**src/design/cpu_defines.svh**
```systemverilog
// Configuration macros for the pipelined MIPS subset CPU
`ifndef CPU_DEFINES_SVH
`define CPU_DEFINES_SVH

// Data and instruction width
`define CPU_XLEN 32

// Architectural registers, 5-bit index
`define CPU_NREGS 32

// Data memory depth in words
// Address wraps modulo the depth
`define CPU_DMEM_WORDS 64

// Program depth in words
`define CPU_IMEM_WORDS 64

`endif

```
**src/design/fetch.sv**
```systemverilog
// Fetch stage: program counter and the IF/ID register
`include "cpu_defines.svh"

module fetch (
	input logic clk,
	input logic rstN,
	input logic stall,
	input logic redirectEn,
	input logic [`CPU_XLEN-1:0] redirectPc,
	output logic [`CPU_XLEN-1:0] imemAddr,
	input logic [`CPU_XLEN-1:0] imemData,
	output logic ifValid,
	output logic [`CPU_XLEN-1:0] ifInst,
	output logic [`CPU_XLEN-1:0] ifPc
);

	logic [`CPU_XLEN-1:0] pc;

	assign imemAddr = pc;

	// Redirect wins over a stall
	always_ff @(posedge clk or negedge rstN) begin
		if (!rstN) begin
			pc <= '0;
			ifValid <= 1'b0;
		end else if (redirectEn) begin
			pc <= redirectPc;
			ifValid <= 1'b0;
		end else if (!stall) begin
			pc <= pc + `CPU_XLEN'(4);
			ifValid <= 1'b1;
		end
	end

	// Instruction word and its address
	always_ff @(posedge clk) begin
		if (!stall && !redirectEn) begin
			ifInst <= imemData;
			ifPc <= pc;
		end
	end

endmodule

```
**config.mk**
```make
export PLATFORM = sky130hd
export DESIGN_NAME = fetch
export DESIGN_NICKNAME = d
export VERILOG_FILES = /design/src/design/fetch.sv
export VERILOG_INCLUDE_DIRS = /design/src /design/src/design
export SDC_FILE = /design/constraint.sdc
export NUM_CORES = 1
export LEC_CHECK = 0
export BUFFER_PORTS_ARGS = -buffer_cell sky130_fd_sc_hd__buf_2
export CAP_MARGIN = 25
export CORE_AREA = 2 2 72 143
export CTS_CLUSTER_DIAMETER = 40
export DETAILED_ROUTE_END_ITERATION = 8
export DIE_AREA = 0 0 74 145
export PLACE_DENSITY = 0.68
export SLEW_MARGIN = 10
export SYNTH_ARGS = -nofsm -noshare
export SYNTH_HDL_FRONTEND = slang
export SYNTH_SLANG_ARGS = --single-unit
```
**constraint.sdc**
```tcl
create_clock -name clk -period 4.7 [get_ports clk]
set_clock_uncertainty 0.1 [all_clocks]
set_input_delay 0.94 -clock clk [delete_from_list [all_inputs] [get_ports clk]]
set_output_delay 0.94 -clock clk [all_outputs]
set_load 0.005 [all_outputs]
```
# --- Yosys cells after proc, flatten, opt, wreduce, memory -nomap -nowiden ---
# Index checks and enable logic that the tools add are counted.
op_classes:
  n_addsub: 1
  n_eq_ne: 1
  mux: 4
  n_reduce_logical: 3
ops:
  columns: ["operator", "count"]
  rows:
  - ["32-bit two-way mux", 2]
  - ["32-bit by 3-bit adder with 32-bit output (second input constant)", 1]
  - ["1-bit zero test", 2]
  - ["1-bit two-way mux", 2]
  - ["2-bit by 1-bit != test with 1-bit output (second input constant)", 1]
  - ["1-bit logical AND", 1]
word_totals:
  regBits: 97
  inputBits: 68
  wordCells: 13

# --- Logic depth before layout (Yosys ltp) ---
logic_depth:
  ltp_word: 3
  mapped_depth: 6
  ltp_nobuf: 5

# --- Worst setup path before layout ---
# No wires, ideal clock.
synth_timing:
  path_type: "input port to flip-flop"
  startpoint: "in redirectEn"
  endpoint: "reg ifInst[0], enable pin"
  t_arrival_ps: 4040
  required_time_ps: 4114
  slack_ps: 74
  stages: 3
  path_cell_list: "clkbuf_1 > buf_1 > nor2_1"
synth_between:
  elab_chain_cells: 2
synth_lines:
  columns: ["item", "line_no", "rtl"]
  rows:
  - ["from (decl)", "fetch.sv:8", "input logic redirectEn,"]
  - ["1-bit zero test", "fetch.sv:37", "if (!stall && !redirectEn) begin"]
  - ["1-bit logical AND", "fetch.sv:37", null]
  - ["to (signal assigned)", "fetch.sv:38", "ifInst <= imemData;"]
  - ["to (decl)", "fetch.sv:13", "output logic [`CPU_XLEN-1:0] ifInst,"]
# Every way passes these cells.
# A chain may end at the register's enable or synchronous reset.

# --- Final worst setup path ---
layout_timing:
  startpoint: "in stall"
  endpoint: "reg pc[22], in the netlist imemAddr[22]"
layout_between:
  elab_chain_cells: 1
layout_lines:
  columns: ["item", "line_no", "rtl"]
  rows:
  - ["from (decl)", "fetch.sv:7", "input logic stall,"]
  - ["2-bit by 1-bit != test with 1-bit output (no source line)", null, null]
  - ["to (signal assigned)", "fetch.sv:27", "pc <= redirectPc;"]
  - ["to (signal assigned)", "fetch.sv:30", "pc <= pc + `CPU_XLEN'(4);"]
  - ["to (decl)", "fetch.sv:17", "logic [`CPU_XLEN-1:0] pc;"]
# Every way passes these cells.

==> metrics.txt <==
Die Ht=145 um; final core occ=52.1%; fillcell total=between 800 and 900; Setup TNS=0 ns; DRC violations left=0; Post-CTS Hold Fix Bufs=0; status=finished, final reports clean; I/O pin total=165; CP Data Required Time=4.86 ns; Seq/Total Area, Yosys=72.6%; largest net degree at the start of global routing=46; wire per inst=15.8 um; first-pass GRT wire length=between 10 and 15 mm; syn avg cell area=around 14 um^2; final setup vio count=0; mux share of post-synthesis cell area=0.860%; initial drt markers=155; # rows=51; die outline width=74 um; port bufs=164; crit path DAT=2.75 ns; CP endpoint kind=register; pre-CTS WS=1.76 ns; worst-margin pin slew=roughly 0.85 ns; Ys Warns=0; FF+latch count, synth=97; post-route ant nets=0; RSZ-0062 raised after global routing=false; detailed route wirelength on metal3=456 um; slowest stage delay, CP=about 0.68 ns; Max Slew Vio Count=0; synth unique cells=39; synthesized area=0.00378 mm^2; synth-to-layout area growth=32.5%; share of post-route cells with drive strength above 1=between 40% and 50%; Initial Util=39.3%; commonest non-fill, non-tap cell in the layout=buf_2; global route overflow=0; Final WS setup=2.11 ns; PostCTS Resize Cnt=0; min Tclk post-route=roughly 2.6 ns; crit-path cells=buf_2, and3b_1, nand4_1, or4_1, a31oi_1; nets=about 510; xor/xnor cell area share of the yosys netlist=2.78%; Post-Syn Instances=272; clk buf depth=2; Final period util=a little under three fifths; GP Congestion=roughly 0.76; Hold/Removal Path Class=reg2reg; FF-to-FF setup slack=2.21 ns; Power Density=around 380 mW/mm^2; Post-synth top flop=edfxtp_1; core area=approximately 0.0096 mm^2; Slew HR=43.5%; drt total wl=9.05 mm; Synth Area in Adders=0.331%; Sink Count=97; M1 WL=3.15 mm; vias in the first global route=between 2000 and 3000; routed vias=2879; syn nets=roughly 340; buffer count from post-CTS setup fixing=0; Setup crit start kind=primary input; Synth Area in Simple Gates=14.6%; Max Used Layer=met4; largest family of logic cells by synthesized area=simple AND/OR/NAND/NOR gates; Overall Global Routing Usage=17.7%; drt via density=between 5 and 6; Static Leak=2.07 nW; Antenna Cells=0; Max-Cap Viols=0; CTS tree=done; Num CTS Buffers=9; H-tree depth=3; CTS root buffer=clkbuf_16; post-synthesis compound-gate area fraction=7.24%; Post-synth ARST share=34.0%; peak supply drop=around 0.00017 V; initial antenna violation count=0; commonest cells after routing, fill and taps aside=164 x buf_2, 64 x edfxtp_1, 33 x dfrtp_1; Post-DP HPWL=6.66 mm; DIE AREA=roughly 0.011 mm^2; f_max=0.386 GHz; drt first pass iters=5; Final Hold Viols=0; EDFF count, synth=64; kind of critical path=in2reg; Reg clk slew, reported paths=0.07 ns; slowest CP cell=or4_1; clock insertion delay at the later pin of the skew report=around 0.34 ns; highest net fanout along the worst path=17; metal2 WL=5.22 mm
[logic make-up after synthesis]
| kind of cell | count (synthesis) |
|---|---|
| AO/OA/AOI/OAI | 46 |
| XOR/XNOR | 12 |
| adder cells (fa/ha/maj) | 1 |
| buffers and inverters | 15 |
| flip-flops | 97 |
| multiplexers | 3 |
| AND/OR/NAND/NOR | 98 |
[through the flow]
step | hold slack (ns) | total power, mW | cells | cell area (um^2)
floorplan | 0.366 | 1.12 | 272 | 3780
global placement | 0.354 | 1.23 | 558 | 4750
detailed placement | 0.361 | 1.24 | 558 | 4750
CTS | 0.379 | 1.91 | 574 | 5020
global route | 0.394 | 1.97 | 574 | 5020
finish | 0.377 | 1.89 | 574 | 5020
[sequential cells by signal, indices dropped and copies added (netlist names)]
signal	cells
ifInst	32
ifPc	32
imemAddr	32
ifValid	1
[layout make-up]
class | count | area (um^2) | share of cell area [%]
clock buffer | 9 | 225 | 4.49
clock inverter | 7 | 45.0 | 0.898
inverter | 3 | 11.3 | 0.224
multi-input combinational | 160 | 986 | 19.7
sequential | 97 | 2750 | 54.8
tap | 132 | 165 | 3.29
timing repair buffer | 166 | 836 | 16.7
[cell usage after synthesis, types with 2 or more instances]
library cell,number,area (um^2)
xor2_1,8,70.1
xnor2_1,4,35.0
clkbuf_1,9,33.8
and4b_1,2,20.0
or3_1,9,56.3
nor2_1,17,63.8
o21ai_0,22,110
o41ai_1,2,17.5
and3_1,2,12.5
nor2b_1,2,12.5
buf_2,2,10.0
nand3_1,7,35.0
dfrtp_1,33,826
nor3_1,2,10.0
or4_1,5,37.5
and4_1,2,17.5
nand4_1,12,75.1
a31oi_1,15,93.8
inv_1,3,11.3
o31ai_1,4,30.0
mux2_2,2,22.5
nor4_1,3,18.8
nand3b_1,2,15.0
nand2_1,25,93.8
edfxtp_1,64,1920
[path summary, 6_finish.rpt]
path	startpoint	endpoint	cells after the start
setup / recovery	stall	imemAddr[22]	5
hold / removal	imemAddr[0]	ifPc[0]	0
setup reg to reg	imemAddr[3]	imemAddr[22]	5
hold reg to reg	imemAddr[0]	ifPc[0]	0
max in group asynchronous	rstN	imemAddr[27]	1
min in group asynchronous	rstN	imemAddr[12]	1
[routing by layer]
layer / GRT usage [%] / up-vias
li1: - / 1373
met1: 18.7 / 1393
met2: 31.9 / 100
met3: 3.75 / 13
met4: 8.27 / 0
met5: 0 / -
[report_power, final]
group | internal [mW] | switching [mW] | total [mW] | leakage, nW
Clock | 0.358 | 0.311 | 0.669 | 0.129
Combinational | 0.0879 | 0.0913 | 0.179 | 0.960
Sequential | 0.981 | 0.0569 | 1.04 | 0.985
Total | 1.43 | 0.459 | 1.89 | 2.07
[worst max-delay path: cells and delay by family]
kind / cells / cell delay [ns]
simple gates: 3 / 1.48
compound gates: 1 / 0.17
buf+inv: 1 / 0.16
Note: power is estimated with default switching activity, not from simulation.
