### src/design/cpu_defines.svh
// Configuration macros for the pipelined MIPS subset CPU
`ifndef CPU_DEFINES_SVH
`define CPU_DEFINES_SVH

// Data and instruction width
`define CPU_XLEN 32

// Architectural registers, 5-bit index
`define CPU_NREGS 32

// Data memory depth in words
// Address wraps modulo the depth
`define CPU_DMEM_WORDS 64

// Program depth in words
`define CPU_IMEM_WORDS 64

`endif

### src/design/cpu_pkg.sv
// Shared encodings and stage-boundary types for the pipelined CPU
`include "cpu_defines.svh"

package cpu_pkg;

	typedef logic [`CPU_XLEN-1:0] wordT;
	typedef logic [$clog2(`CPU_NREGS)-1:0] regIdxT;

	// Primary opcode field
	typedef enum logic [5:0] {
		rType = 6'h00,
		beq   = 6'h04,
		bne   = 6'h05,
		bgtz  = 6'h07,
		addi  = 6'h08,
		lw    = 6'h23,
		sw    = 6'h2b
	} opcodeE;

	// R-type function field
	typedef enum logic [5:0] {
		sll  = 6'h00,
		add  = 6'h20,
		addu = 6'h21,
		sub  = 6'h22,
		subu = 6'h23,
		andF = 6'h24,
		orF  = 6'h25,
		slt  = 6'h2a,
		sltu = 6'h2b
	} funcE;

	// ALU control encoding
	typedef enum logic [2:0] {
		andOp  = 3'd0,
		orOp   = 3'd1,
		addOp  = 3'd2,
		sltOp  = 3'd3,
		adduOp = 3'd4,
		sllOp  = 3'd5,
		subOp  = 3'd6,
		sltuOp = 3'd7
	} aluOpE;

	typedef enum logic [1:0] {
		noBranch = 2'd0,
		brEq     = 2'd1,
		brNe     = 2'd2,
		brGtz    = 2'd3
	} branchE;

	typedef struct packed {
		logic valid;
		aluOpE aluOp;
		branchE branch;
		logic aluSrcImm;
		logic regDstRd;
		logic memWr;
		logic memToReg;
		logic regWr;
		regIdxT rt;
		regIdxT rd;
		logic [$clog2(`CPU_XLEN)-1:0] shamt;
		wordT busA;
		wordT busB;
		wordT imm32;
		wordT pc;
	} idExS;

	typedef struct packed {
		logic valid;
		logic memWr;
		logic memToReg;
		logic regWr;
		regIdxT rw;
		wordT aluOut;
		wordT storeData;
	} exMemS;

	typedef struct packed {
		logic en;
		regIdxT rw;
		wordT data;
	} regWrS;

	typedef struct packed {
		logic valid;
		regIdxT rw;
		wordT data;
	} retireS;

	// Store address is the data-memory word index
	typedef struct packed {
		logic valid;
		wordT addr;
		wordT data;
	} storeS;

endpackage

### src/design/result.sv
// Memory and writeback stages: data memory, MEM/WB register and retire report
`include "cpu_defines.svh"

module result (
	input logic clk,
	input logic rstN,
	input cpu_pkg::exMemS exMem,
	output cpu_pkg::regWrS wb,
	output cpu_pkg::retireS retire,
	output cpu_pkg::storeS store
);

	localparam int DMEM_AW = $clog2(`CPU_DMEM_WORDS);

	cpu_pkg::wordT dmem [`CPU_DMEM_WORDS];
	logic [DMEM_AW-1:0] dmemIdx;
	cpu_pkg::wordT loadData;
	logic wbValid;
	logic wbRegWr;
	logic wbMemToReg;
	cpu_pkg::regIdxT wbRw;
	cpu_pkg::wordT wbAlu;
	cpu_pkg::wordT wbLoad;
	logic wbEn;
	cpu_pkg::wordT wbData;

	// Word index, wraps at the memory depth
	assign dmemIdx = exMem.aluOut[DMEM_AW+1:2];
	assign loadData = dmem[dmemIdx];

	always_ff @(posedge clk or negedge rstN) begin
		if (!rstN) begin
			for (int i = 0; i < `CPU_DMEM_WORDS; i++) begin
				dmem[i] <= '0;
			end
		end else if (exMem.valid && exMem.memWr) begin
			dmem[dmemIdx] <= exMem.storeData;
		end
	end

	assign store = '{
		valid: exMem.valid && exMem.memWr,
		addr: cpu_pkg::wordT'(dmemIdx),
		data: exMem.storeData
	};

	// MEM/WB control
	always_ff @(posedge clk or negedge rstN) begin
		if (!rstN) begin
			wbValid <= 1'b0;
			wbRegWr <= 1'b0;
			wbMemToReg <= 1'b0;
		end else begin
			wbValid <= exMem.valid;
			wbRegWr <= exMem.regWr;
			wbMemToReg <= exMem.memToReg;
		end
	end

	// MEM/WB payload
	always_ff @(posedge clk) begin
		wbRw <= exMem.rw;
		wbAlu <= exMem.aluOut;
		wbLoad <= loadData;
	end

	// Register 0 writes are dropped here
	assign wbEn = wbValid && wbRegWr && (wbRw != '0);
	assign wbData = wbMemToReg ? wbLoad : wbAlu;

	assign wb = '{en: wbEn, rw: wbRw, data: wbData};
	assign retire = '{valid: wbEn, rw: wbRw, data: wbData};

endmodule

### config.mk
export PLATFORM = sky130hd
export DESIGN_NAME = result
export DESIGN_NICKNAME = d
export VERILOG_FILES = /design/src/design/cpu_pkg.sv /design/src/design/result.sv
export VERILOG_INCLUDE_DIRS = /design/src /design/src/design
export SDC_FILE = /design/constraint.sdc
export NUM_CORES = 2
export LEC_CHECK = 0
export ABC_CLOCK_PERIOD_IN_PS = 5160
export BUFFER_PORTS_ARGS = -buffer_cell sky130_fd_sc_hd__buf_2
export CAP_MARGIN = 30
export CORE_MARGIN = 1.5
export CORE_UTILIZATION = 63
export DETAILED_ROUTE_END_ITERATION = 8
export MAX_ROUTING_LAYER = met4
export PLACE_DENSITY = 0.87
export REMOVE_ABC_BUFFERS = 1
export SYNTH_ARGS = -nofsm -noshare
export SYNTH_HDL_FRONTEND = slang
export SYNTH_SLANG_ARGS = --single-unit
### constraint.sdc
create_clock -name clk -period 5.16 [get_ports clk]
set_clock_uncertainty 0.1 [all_clocks]
set_input_delay 1.032 -clock clk [delete_from_list [all_inputs] [get_ports clk]]
set_output_delay 1.032 -clock clk [all_outputs]
set_load 0.1 [all_outputs]
* Yosys cells after proc, flatten, opt, wreduce, memory -nomap -nowiden *
Cells that the tools add are included.

word-level totals
  register bits after elaboration = 2120
  input port bits = 75
  word-level logic and storage cells = 85
  output and inout bits = 141

cells by class
  $lt $le $gt $ge = 2
  bitwise logic cells = 1
  muxes and demuxes = 7
  reduce and logical (&&, ||, !) cells = 5

operators by type and width
  operator                                                     number
  bitwise mux 2048 bit                                         1
  binary-select mux 32 bit (select 6 bit)                      1
  demux 32 bit (select 6 bit)                                  1
  two-way mux 32 bit                                           4
  >= comparator 7 bit (second input constant)                  1
  less-than comparator 7 x 1 -> 1 bit (second input constant)  1
  NOT 6 -> 7 bit                                               1
  nonzero test 5 bit                                           1
  logical AND 1 bit                                            4

* Longest topological paths before layout *
  depth after elaboration = 6
  mapped depth = 11
  depth with buffers taken out = 5

* Worst setup path before layout *
OpenSTA, ideal clock, no wires.

  path kind = input-to-reg
  from = in exMem[72] (netlist name)
  to = reg dmem[1089] (netlist name)
  required time = 4.935 ns
  stages = 6
  arrival time = 3.431 ns
  path buffers = 2
  setup slack = 1.505 ns
  path through = and2_1 clkbuf_1 nand3_1 nor2_1 buf_2 mux2_2

RTL lines
  item                           line          source
  start, declared                result.sv:7   input cpu_pkg::exMemS exMem,
  end signal, assigned by index  result.sv:37  dmem[dmemIdx] <= exMem.storeData;
  end, declared                  result.sv:15  cpu_pkg::wordT dmem [`CPU_DMEM_WORDS];

==> metrics.md <==
| Metric | Value |
|---|---|
| Status | `complete, no violations` |
| Max Fanout on Critical Path | `20` |
| Synth top area share | `53.5%` |
| M1 WL | `104 mm` |
| Final setup fails | `0` |
| Largest cells by area after synthesis | `dfrtp_1 53%, mux2_2 25%, a221oi_1 2.8%` |
| Initial Utilization | `63.3%` |
| Cell Pwr Density | `367 mW/mm^2` |
| Hpwl dp | `172 mm` |
| Global-route wire length before repair | `442 mm` |
| Grt ovf | `0` |
| Port Buf Inserts | `189` |
| Placed inst area | `0.0993 mm^2` |
| Number of CTS-inserted buffers | `206` |
| Worst-margin pin slew | `1.11 ns` |
| Synth cell count leaders | `2,156 x mux2_2, 2,051 x dfrtp_1, 357 x clkbuf_1` |
| Area of the multi-input gates | `0.0398 mm^2` |
| WL/cell | `32.2 um` |
| CTS resizes | `0` |
| Max frequency | `252 MHz` |
| Period utilization | `76.8%` |
| CTS max path bufs | `3` |
| P&R area growth vs syn | `10.9%` |
| Layout cell share with drive strength beyond 1 | `45.7%` |
| Min Tclk post-route | `3.96 ns` |
| Number of global-route vias before repair | `69,100` |
| WP data required | `4.03 ns` |
| Postcts setup bufs | `0` |
| FF-to-FF setup slack | `2.32 ns` |
| Power Total | `39,000 uW` |
| Root buf cell | `clkbuf_16` |
| Crit path capture type | `output pin` |
| Mapped cell area | `0.0960 mm^2` |
| Total global-route track usage | `39.0%` |
| Placed Cells | `8,684` |
| Max-Cap Viols | `0` |
| RR Startpoint | `dmem[1189]` |
| Post-synth EDFFs | `0` |
| Cell Rows | `143` |
| Clock transition at path regs | `0.06 ns` |
| Crit path DAT | `2.83 ns` |
| Initial antenna violation count | `31` |
| Die Area | `0.155 mm^2` |
| Max VDD drop | `0.361 mV` |
| Synth cell types | `60` |
| Post-route design area | `0.106 mm^2` |
| Die width | `393 um` |
| Hold WC Path Type | `input port to async pin` |
| Synth warn | `0` |
| DRT Pass-1 Iters | `9` |
| Drt drc | `0` |
| Max Transition Viols Final | `0` |
| Most frequent cell after synthesis | `mux2_2` |
| Slew HR | `26.0%` |
| Routed WL | `294 mm` |
| Register area | `0.0527 mm^2` |
| Gpl congestion | `0.947` |
| Hold Fails Final Rpt | `0` |
| Die Ht | `393 um` |
| Iter 0 DRT Violations | `8,640` |
| Final cell count without fillers | `9,110` |
| Pleak | `0.0499 uW` |
| Via count | `65,800` |
| Filler cell count in the final layout | `9,024` |
| Avg Synthesized Cell Area | `13.8 um^2` |
| CTS Sinks | `2,120` |
| Crit path launch type | `flip-flop` |
| Yosys top cell by area | `dfrtp_1` |
| Largest net degree at the start of global routing | `152` |
| IO Count | `216` |
| Nets@finish | `6,944` |
| Cell count after synthesis | `6,978` |
| FF-to-FF End | `wbLoad[5]` |
| Synthesis-stage register bit count | `2,120` |
| Core area | `0.152 mm^2` |
| Post-synth top flop | `dfrtp_1` |
| RSZ-0062 raised after global routing | `false` |
| Hold Buf Count CTS | `0` |
| CTS HTree Levels | `4` |
| Post-synthesis sequential area ratio | `54.9%` |
| Skew-Pair Late Insertion Delay | `0.86 ns` |
| Top sig layer | `met4` |
| DR WL met2 | `133 mm` |
| Post-DRT Antenna Nets | `0` |
| Ys async rst share | `96.7%` |
| CTS tree | `yes` |
| Vias per cell | `7.22` |
| Met3 WL post-DR | `38.5 mm` |
| Kind of critical path | `flip-flop to output pin` |
| R2R depth | `5` |
routing by layer:
| layer | vias to the layer above | global-route usage (%) |
|---|---|---|
| met3 | 1324 | 13.2 |
| met2 | 4782 | 57.0 |
| li1 | 25700 | - |
| met4 | 0 | 21.0 |
| met1 | 34000 | 47.8 |
| met5 | - | - |
worst max path at each step:
stage / slack, ns / startpoint / depth (start not counted) / to
finish: 1.20 / wbMemToReg / 3 / wb[26]
global route: 1.14 / wbMemToReg / 3 / retire[6]
CTS: 1.17 / wbMemToReg / 3 / wb[26]
detailed placement: 0.60 / exMem[36] / 8 / wbLoad[7]
global placement: 0.68 / exMem[36] / 8 / wbLoad[7]
floorplan: -4.84 / exMem[34] / 5 / wbLoad[30]
kinds of logic after synthesis:
group                  synth area share [%]
AOI/OAI and AO/OA                      8.63
DFF                                    54.9
other                               0.00391
muxes                                  29.3
and+or+nand+nor                        2.76
buffers and inverters                  4.35
registers in the layout, summed over array words and instances, names as in the netlist:
signal,flops
dmem,2048
wbRw,5
wbValid,1
wbLoad,32
wbRegWr,1
wbAlu,32
wbMemToReg,1
report_power, final:
| part | leakage, uW | total [uW] | switching (uW) | internal, uW |
|---|---|---|---|---|
| Combinational | 0.0179 | 4590 | 2810 | 1790 |
| Sequential | 0.0285 | 18800 | 824 | 18000 |
| Clock | 0.00348 | 15600 | 6650 | 9000 |
layout make-up:
type,count,share of cell area (%)
Multi-Input combinational cell,4018,37.4
Clock inverter,67,0.771
Inverter,2,0.0212
Clock buffer,320,5.84
Sequential cell,2120,49.5
Tap cell,2030,2.39
Timing Repair Buffer,521,4.05
Antenna cell,32,0.0752
through the flow:
step                      setup WS [ns]  setup TNS, ns  util, %  hold WS, ns
after floorplan                   -4.84        -152.27        -        0.352
after global routing               1.14              0     70.3        0.102
final                              1.20              0     70.3       0.0555
after detailed placement          0.604              0     65.5        0.372
after global placement            0.678              0     65.5        0.364
after CTS                          1.17              0     70.2       0.0936
cell usage in the layout, fill, tap and decap left out, types with 28 or more instances in the layout:
cell	instances
dfrtp_1	2050
a221o_1	80
nor2_4	67
mux2_1	56
mux2_2	2156
a22oi_1	238
clkbuf_1	55
nand3b_1	62
nand2_1	109
mux2i_1	122
a22o_1	28
o22ai_1	73
mux4_2	90
buf_2	186
o21ai_0	88
diode_2	32
buf_4	260
o2bb2ai_1	41
a221oi_1	304
nor2_1	66
dfxtp_1	69
clkbuf_8	55
nand3_1	31
buf_12	68
a21oi_1	80
clkbuf_16	210
clkinv_2	40
critical path, stage by stage (launching register included):
cell and delay, ns:
dfrtp_2 0.89, buf_4 0.40, mux2_2 0.39, buf_2 0.30
Note: power is estimated with default switching activity, not from simulation.
