--- src/design/cpu_defines.svh ---
// Configuration macros for the pipelined MIPS subset CPU
`ifndef CPU_DEFINES_SVH
`define CPU_DEFINES_SVH

// Data and instruction width
`define CPU_XLEN 32

// Architectural registers, 5-bit index
`define CPU_NREGS 32

// Data memory depth in words
// Address wraps modulo the depth
`define CPU_DMEM_WORDS 64

// Program depth in words
`define CPU_IMEM_WORDS 64

`endif

--- src/design/cpu_pkg.sv ---
// Shared encodings and stage-boundary types for the pipelined CPU
`include "cpu_defines.svh"

package cpu_pkg;

	typedef logic [`CPU_XLEN-1:0] wordT;
	typedef logic [$clog2(`CPU_NREGS)-1:0] regIdxT;

	// Primary opcode field
	typedef enum logic [5:0] {
		rType = 6'h00,
		beq   = 6'h04,
		bne   = 6'h05,
		bgtz  = 6'h07,
		addi  = 6'h08,
		lw    = 6'h23,
		sw    = 6'h2b
	} opcodeE;

	// R-type function field
	typedef enum logic [5:0] {
		sll  = 6'h00,
		add  = 6'h20,
		addu = 6'h21,
		sub  = 6'h22,
		subu = 6'h23,
		andF = 6'h24,
		orF  = 6'h25,
		slt  = 6'h2a,
		sltu = 6'h2b
	} funcE;

	// ALU control encoding
	typedef enum logic [2:0] {
		andOp  = 3'd0,
		orOp   = 3'd1,
		addOp  = 3'd2,
		sltOp  = 3'd3,
		adduOp = 3'd4,
		sllOp  = 3'd5,
		subOp  = 3'd6,
		sltuOp = 3'd7
	} aluOpE;

	typedef enum logic [1:0] {
		noBranch = 2'd0,
		brEq     = 2'd1,
		brNe     = 2'd2,
		brGtz    = 2'd3
	} branchE;

	typedef struct packed {
		logic valid;
		aluOpE aluOp;
		branchE branch;
		logic aluSrcImm;
		logic regDstRd;
		logic memWr;
		logic memToReg;
		logic regWr;
		regIdxT rt;
		regIdxT rd;
		logic [$clog2(`CPU_XLEN)-1:0] shamt;
		wordT busA;
		wordT busB;
		wordT imm32;
		wordT pc;
	} idExS;

	typedef struct packed {
		logic valid;
		logic memWr;
		logic memToReg;
		logic regWr;
		regIdxT rw;
		wordT aluOut;
		wordT storeData;
	} exMemS;

	typedef struct packed {
		logic en;
		regIdxT rw;
		wordT data;
	} regWrS;

	typedef struct packed {
		logic valid;
		regIdxT rw;
		wordT data;
	} retireS;

	// Store address is the data-memory word index
	typedef struct packed {
		logic valid;
		wordT addr;
		wordT data;
	} storeS;

endpackage

--- src/design/decode.sv ---
// Decode stage: control decode, register file, interlock and ID/EX register
`include "cpu_defines.svh"

module decode (
	input logic clk,
	input logic rstN,
	input logic ifValid,
	input logic [`CPU_XLEN-1:0] ifInst,
	input logic [`CPU_XLEN-1:0] ifPc,
	input logic redirectEn,
	input cpu_pkg::regWrS wb,
	input cpu_pkg::idExS exPending,
	input cpu_pkg::exMemS memPending,
	output logic stall,
	output cpu_pkg::idExS idEx
);

	cpu_pkg::opcodeE opcode;
	cpu_pkg::funcE funct;
	cpu_pkg::regIdxT rs;
	cpu_pkg::regIdxT rt;
	cpu_pkg::regIdxT exRw;
	cpu_pkg::wordT regs [`CPU_NREGS];
	cpu_pkg::wordT busA;
	cpu_pkg::wordT busB;
	cpu_pkg::idExS idNext;
	logic useRs;
	logic useRt;
	logic exHit;
	logic memHit;

	assign opcode = cpu_pkg::opcodeE'(ifInst[31:26]);
	assign funct = cpu_pkg::funcE'(ifInst[5:0]);
	assign rs = ifInst[25:21];
	assign rt = ifInst[20:16];

	// Register file, written from the writeback bus
	always_ff @(posedge clk or negedge rstN) begin
		if (!rstN) begin
			for (int i = 0; i < `CPU_NREGS; i++) begin
				regs[i] <= '0;
			end
		end else if (wb.en) begin
			regs[wb.rw] <= wb.data;
		end
	end

	// Same-cycle writeback bypasses the array
	always_comb begin
		if (rs == '0)
			busA = '0;
		else if (wb.en && wb.rw == rs)
			busA = wb.data;
		else
			busA = regs[rs];
		if (rt == '0)
			busB = '0;
		else if (wb.en && wb.rw == rt)
			busB = wb.data;
		else
			busB = regs[rt];
	end

	always_comb begin
		idNext = '0;
		idNext.valid = ifValid;
		idNext.aluOp = cpu_pkg::addOp;
		idNext.branch = cpu_pkg::noBranch;
		idNext.rt = rt;
		idNext.rd = ifInst[15:11];
		idNext.shamt = ifInst[10:6];
		idNext.busA = busA;
		idNext.busB = busB;
		idNext.imm32 = {{(`CPU_XLEN-16){ifInst[15]}}, ifInst[15:0]};
		idNext.pc = ifPc;
		useRs = 1'b1;
		useRt = 1'b0;
		case (opcode)
			cpu_pkg::rType: begin
				idNext.regDstRd = 1'b1;
				idNext.regWr = 1'b1;
				useRt = 1'b1;
				// sll reads only rt
				useRs = (funct != cpu_pkg::sll);
				case (funct)
					cpu_pkg::add: idNext.aluOp = cpu_pkg::addOp;
					cpu_pkg::addu: idNext.aluOp = cpu_pkg::adduOp;
					cpu_pkg::sub: idNext.aluOp = cpu_pkg::subOp;
					cpu_pkg::subu: idNext.aluOp = cpu_pkg::subOp;
					cpu_pkg::andF: idNext.aluOp = cpu_pkg::andOp;
					cpu_pkg::orF: idNext.aluOp = cpu_pkg::orOp;
					cpu_pkg::sll: idNext.aluOp = cpu_pkg::sllOp;
					cpu_pkg::slt: idNext.aluOp = cpu_pkg::sltOp;
					cpu_pkg::sltu: idNext.aluOp = cpu_pkg::sltuOp;
					default: idNext.regWr = 1'b0;
				endcase
			end
			cpu_pkg::addi: begin
				idNext.aluSrcImm = 1'b1;
				idNext.regWr = 1'b1;
			end
			cpu_pkg::lw: begin
				idNext.aluSrcImm = 1'b1;
				idNext.memToReg = 1'b1;
				idNext.regWr = 1'b1;
			end
			cpu_pkg::sw: begin
				idNext.aluSrcImm = 1'b1;
				idNext.memWr = 1'b1;
				useRt = 1'b1;
			end
			cpu_pkg::beq: begin
				idNext.aluOp = cpu_pkg::subOp;
				idNext.branch = cpu_pkg::brEq;
				useRt = 1'b1;
			end
			cpu_pkg::bne: begin
				idNext.aluOp = cpu_pkg::subOp;
				idNext.branch = cpu_pkg::brNe;
				useRt = 1'b1;
			end
			cpu_pkg::bgtz: begin
				idNext.aluOp = cpu_pkg::subOp;
				idNext.branch = cpu_pkg::brGtz;
			end
			default: ;
		endcase
	end

	// Interlock against writers still in execute or memory
	assign exRw = exPending.regDstRd ? exPending.rd : exPending.rt;
	assign exHit = exPending.valid && exPending.regWr && exRw != '0 &&
		((useRs && exRw == rs) || (useRt && exRw == rt));
	assign memHit = memPending.valid && memPending.regWr && memPending.rw != '0 &&
		((useRs && memPending.rw == rs) || (useRt && memPending.rw == rt));
	assign stall = ifValid && (exHit || memHit);

	always_ff @(posedge clk or negedge rstN) begin
		if (!rstN)
			idEx <= '0;
		else if (redirectEn || stall)
			idEx <= '0;
		else
			idEx <= idNext;
	end

endmodule

--- config.mk ---
export PLATFORM = sky130hd
export DESIGN_NAME = decode
export DESIGN_NICKNAME = d
export VERILOG_FILES = /design/src/design/cpu_pkg.sv /design/src/design/decode.sv
export VERILOG_INCLUDE_DIRS = /design/src /design/src/design
export SDC_FILE = /design/constraint.sdc
export NUM_CORES = 2
export LEC_CHECK = 0
export ABC_CLOCK_PERIOD_IN_PS = 5740
export BUFFER_PORTS_ARGS = -buffer_cell sky130_fd_sc_hd__buf_2
export CAP_MARGIN = 20
export CORE_MARGIN = 10
export CORE_UTILIZATION = 58
export CTS_BUF_LIST = sky130_fd_sc_hd__clkbuf_16
export CTS_CLUSTER_SIZE = 20
export DETAILED_ROUTE_END_ITERATION = 6
export GPL_ROUTABILITY_DRIVEN = 1
export PLACE_DENSITY = 0.78
export SYNTH_ARGS = -nofsm -noshare
export SYNTH_HDL_FRONTEND = slang
export SYNTH_SLANG_ARGS = --single-unit
--- constraint.sdc ---
create_clock -name clk -period 5.74 [get_ports clk]
set_input_delay 1.722 -clock clk [delete_from_list [all_inputs] [get_ports clk]]
set_output_delay 1.722 -clock clk [all_outputs]
set_load 0.005 [all_outputs]
**Word level (Yosys, flattened, before mapping)**

Cells that the tools add are included.

- Register bits after elaboration: 1178
- Output and inout port bits: 155

- $lt $le $gt $ge: 4
- Eq/ne operators: 20
- Mux-type cells: 26
- Bitwise logic cells: 3
- Reductions and logical operators: 31

Operators by type and width:

| kind | count |
|---|---|
| $bwmux W1024 | 1 |
| $bmux W32 S5 | 2 |
| $mux W32 | 9 |
| $demux W32 S5 | 1 |
| $mux W154 | 1 |
| $eq A6 B6 Y1 const B | 10 |
| $eq A5 B5 Y1 | 6 |
| $pmux W3 S7 | 1 |
| $eq A6 B3 Y1 const B | 3 |
| $ge A6 B6 Y1 const B | 3 |
| $not A5 Y6 | 3 |
| $logic_and A1 B1 Y1 | 14 |
| $logic_not A6 Y1 | 2 |
| $logic_not A5 Y1 | 2 |
| $reduce_bool A5 Y1 | 2 |
| $reduce_or A9 Y1 | 1 |
| $mux W1 | 7 |
| $eq A6 B4 Y1 const B | 1 |
| $lt A6 B1 Y1 const B | 1 |
| $pmux W2 S3 | 1 |
| $pmux W3 S2 | 1 |
| $reduce_bool A6 Y1 | 1 |
| $reduce_or A3 Y1 | 2 |
| $mux W5 | 1 |
| 4 further kinds | 8 |

**Logic depth before layout (Yosys ltp)**

- Depth after elaboration: 10
- Depth in mapped cells: 10
- Depth with buffers taken out: 6

**Least setup slack after synthesis**

OpenSTA, ideal clock, no wires.

- Kind: input -> output
- From: input exPending[146] (netlist name)
- To: output stall
- Data arrival time: 2.964 ns
- Required time: 4.018 ns
- Path slack: 1.054 ns
- Cell stages on the path: 7
- Path buffers: 1
- Cell sequence: buf_2 mux2i_1 xnor2_1 nor4_1 a22oi_1 o21ai_0 and2_1

- Cells in the longest elaborated chain, start to end: 7

RTL lines:

| item | line | source |
|---|---|---|
| start: declaration | decode.sv:12 | `input cpu_pkg::idExS exPending,` |
| $mux W5 (*) | decode.sv:131 | `assign exRw = exPending.regDstRd ? exPending.rd : exPending.rt;` |
| $eq A5 B5 Y1 | decode.sv:133 | `((useRs && exRw == rs) \|\| (useRt && exRw == rt));` |
| $logic_and A1 B1 Y1 | decode.sv:133 |  |
| $logic_or A1 B1 Y1 | decode.sv:133 |  |
| $logic_and A1 B1 Y1 (*) | decode.sv:132 | `assign exHit = exPending.valid && exPending.regWr && exRw != '0 &&` |
| $logic_or A1 B1 Y1 (*) | decode.sv:136 | `assign stall = ifValid && (exHit \|\| memHit);` |
| $logic_and A1 B1 Y1 (*) | decode.sv:136 |  |
| end: declaration | decode.sv:14 | `output logic stall,` |

Every way passes the cells marked *; elsewhere a longest branch is shown, timed or not.

**Worst setup path in the final report**

- From: input ifInst[26]
- To: output stall

- Cells in the longest elaborated chain, start to end: 8

RTL lines:

| item | line | source |
|---|---|---|
| start: declaration | decode.sv:8 | `` input logic [`CPU_XLEN-1:0] ifInst, `` |
| $eq A6 B3 Y1 (tied with other cells) | decode.sv:78 | `case (opcode)` |
| $reduce_or A4 Y1 (no source line) | - |  |
| $mux W1 | decode.sv:78 |  |
| $logic_and A1 B1 Y1 (on tied branches) | decode.sv:133, decode.sv:135 |  |
| $logic_or A1 B1 Y1 (on tied branches) | decode.sv:133, decode.sv:135 |  |
| $logic_and A1 B1 Y1 (on tied branches) | decode.sv:132, decode.sv:134 |  |
| $logic_or A1 B1 Y1 (*) | decode.sv:136 |  |
| $logic_and A1 B1 Y1 (*) | decode.sv:136 |  |

Marks and branches as above.

==> impl_metrics.csv <==
group,metric,value,unit
finish,syn2layout_area_growth,11.1,%
logic_synthesis,synth_ff_type,"dfrtp_1",
logic_synthesis,synth_nets,4834,
die,die_h,345,um
timing,finalCritPeriodShare,88.3,%
status,outcome,"complete, but fails checks",
timing,fmax,0.197,GHz
setup_path,cp-end-kind,"primary output",
timing,hold_slack,522,ps
power_and_ir_drop,power_leakage,30.5,nW
setup_path,cp_slowest_cell,"nor4_1",
setup_path,worstPathMaxFanout,7,
drt,vias_per_cell,7.00,
setup_path,cp_data_required_time,4020,ps
setup_path,cp_slowest_stage_delay,390,ps
timing,worst_slack,670,ps
logic_synthesis,synth_cells,4501,
logic_synthesis,ys_types,54,
clocking,clk_path_buf_depth,3,
placed_design,gp_congestion,0.868,
placed_design,io_buffers,280,
finish,ff_latch_area,0.0288,mm^2
grt,grt_pass1_wl,283000,um
logic_synthesis,yosysSeqAreaShare,47.1,%
setup_path,crit_path_start_kind,"primary input",
status,failed_checks,"antenna rules",
setup_path,path_class,"in -> out",
timing,hold_viol_final,0,
grt,grt_max_degree,127,
power_and_ir_drop,vdd_ir_drop_max,345,uV
logic_synthesis,ys_warn_count,0,
clocking,htreeDepth,3,
drt,dr.pass1.iters,5,
clocking,cts_sinks,1152,
grt,groute.usage.overall,31.7,%
timing,drv_slew,0,
run,maxCapViolCount,0,
clocking,cts_post_setup_buffers_inserted,0,
setup_path,crit_top_cell,"buf_2",
placed_design,place_ws,709,ps
finish,multi_input_area,0.0304,mm^2
timing,setup_viol,0,
hold_path,worstHoldPathType,"reg -> reg",
logic_synthesis,synth_area,0.0613,mm^2
finish,drive_gt1_share,47.3,%
drt,dr_total_vias,42500,
timing,worst_slew_pin_slew,1250,ps
drt,drc,0,
die,pin_count,488,
placed_design,place.detailed.hpwl,114000,um
logic_synthesis,synth_edf_count,0,
drt,drt-initial-drc-count,4830,
clocking,ctsHoldBuffers,0,
die,rows,119,
logic_synthesis,ys_async_sr_fraction,100,%
finish,final_cell_mix,"1,207 x mux2_2, 1,152 x dfrtp_1, 328 x mux4_2",
grt,grt_pass1_vias,43600,
finish,fin_util,64.7,%
finish,layout_commonest_cell,"mux2_2",
grt,antenna_found_initial,18,
die,die_x,345,um
die,start_util,58.3,%
grt,grt_overflow_total,0,
clocking,clkLatencyLatePin,720,ps
setup_path,crit_chain,"buf_2 > nor4_1 > nand4b_1 > and3_1 > a22oi_1 > o21ai_0 > and2_1 > buf_2",
drt,wl,191000,um
power_and_ir_drop,power_density,341,mW/mm^2
timing,fin_tns_setup,0,ps
drt,ant_nets,1,
clocking,numCtsBuffers,118,
clocking,post_cts_resized,0,
logic_synthesis,syn_avg_cell_area,13.6,um^2
timing,fin_skew,25.3,ps
timing,rsz0062_at_grt,"no",
clocking,tritoncts,"built",
clocking,clock-root-buffer,"clkbuf_16",
logic_synthesis,ys_seq_elements,1152,
drt,wl_per_cell,31.4,um
timing,fin_crit,5070,ps
clocking,clk_pin_slew_worst_paths,50,ps
die,fp.coreArea,0.105,mm^2
finish,nFillCells,7476,
timing,relSlewSlack,15.6,%
finish,layout.nets,4909,
die,dieArea,0.119,mm^2
setup_path,arrival,3350,ps
-- power by group --
group | switching (mW) | internal (mW) | leakage (nW) | total [mW]
combinational | 1.99 | 2.70 | 13.7 | 4.69
clock | 3.28 | 4.49 | 1.95 | 7.77
sequential | 1.12 | 9.60 | 14.8 | 10.7
-- cell type report --
class | instances | area share [%]
Multi-Input combinational cell | 2849 | 44.7
Sequential cell | 1152 | 42.4
Timing Repair Buffer | 433 | 4.51
Clock buffer | 119 | 4.38
Tap cell | 1391 | 2.56
Clock inverter | 94 | 1.28
Inverter | 22 | 0.121
Antenna cell | 13 | 0.0478
-- state kept, by name, summed over array words and instances, names as in the netlist --
register / cells
idEx: 128
regs: 1024
-- stage by stage --
step	power, mW	instance area [um^2]	cells
after floorplan	14.0	61300	4501
after global placement	15.2	64200	5847
after detailed placement	15.4	64200	5847
after CTS	23.1	68000	6060
after global routing	24.1	68000	6062
final	23.2	68000	6073
-- cell families after synthesis --
kind of cell,share of synthesized area (%)
DFF,47.1
xor gates and xnor gates,0.458
muxes,39.4
buffers and inverters,3.60
AOI/OAI and AO/OA,5.52
adders and majority gates,0.0163
and+or+nand+nor,3.96
-- layer usage --
metal,track usage (%),vias up,part of all wire [%]
met4,14.0,12,4.8
met2,48.8,2463,46
li1,-,17100,-
met5,0,-,0.036
met1,42.2,22300,39
met3,8.40,593,11
-- critical path: cells and delay by family --
| family | cells | cell delay [ps] |
|---|---|---|
| buf+inv | 2 | 270 |
| compound gates | 2 | 320 |
| simple gates | 4 | 1030 |
-- synthesized netlist by cell type, types with 14 or more instances --
cell	count	area, um^2
mux2_2	1207	13600
inv_1	22	82.6
dfrtp_1	1152	28800
nand2_1	134	503
a211oi_1	34	255
nand3_1	22	110
nor4_1	48	300
xor2_1	14	123
mux4_2	328	7390
a21boi_0	44	330
a21oi_1	82	410
o2111ai_1	15	131
a221oi_1	42	368
xnor2_1	18	158
a22oi_1	61	458
o32ai_1	36	315
nor3_1	15	75.1
o22ai_1	50	313
clkbuf_1	239	897
o211ai_1	27	203
o21ai_0	94	470
and2_1	58	363
mux2i_1	314	3140
buf_2	108	541
nor2_1	123	462
buf_4	38	285
buf_1	81	304
-- final timing paths --
path / start / end / slack [ps] / cells past startpoint
max reg2reg: regs[904] / idEx[72] / 3440 / 5
min reg2reg: regs[976] / regs[976] / 520 / 1
min in group asynchronous: rstN / idEx[10] / 1110 / 1
min: regs[976] / regs[976] / 520 / 1
max in group asynchronous: rstN / regs[946] / 3480 / 2
max: ifInst[26] / stall / 670 / 8
Power figures use the tool's default switching activity.
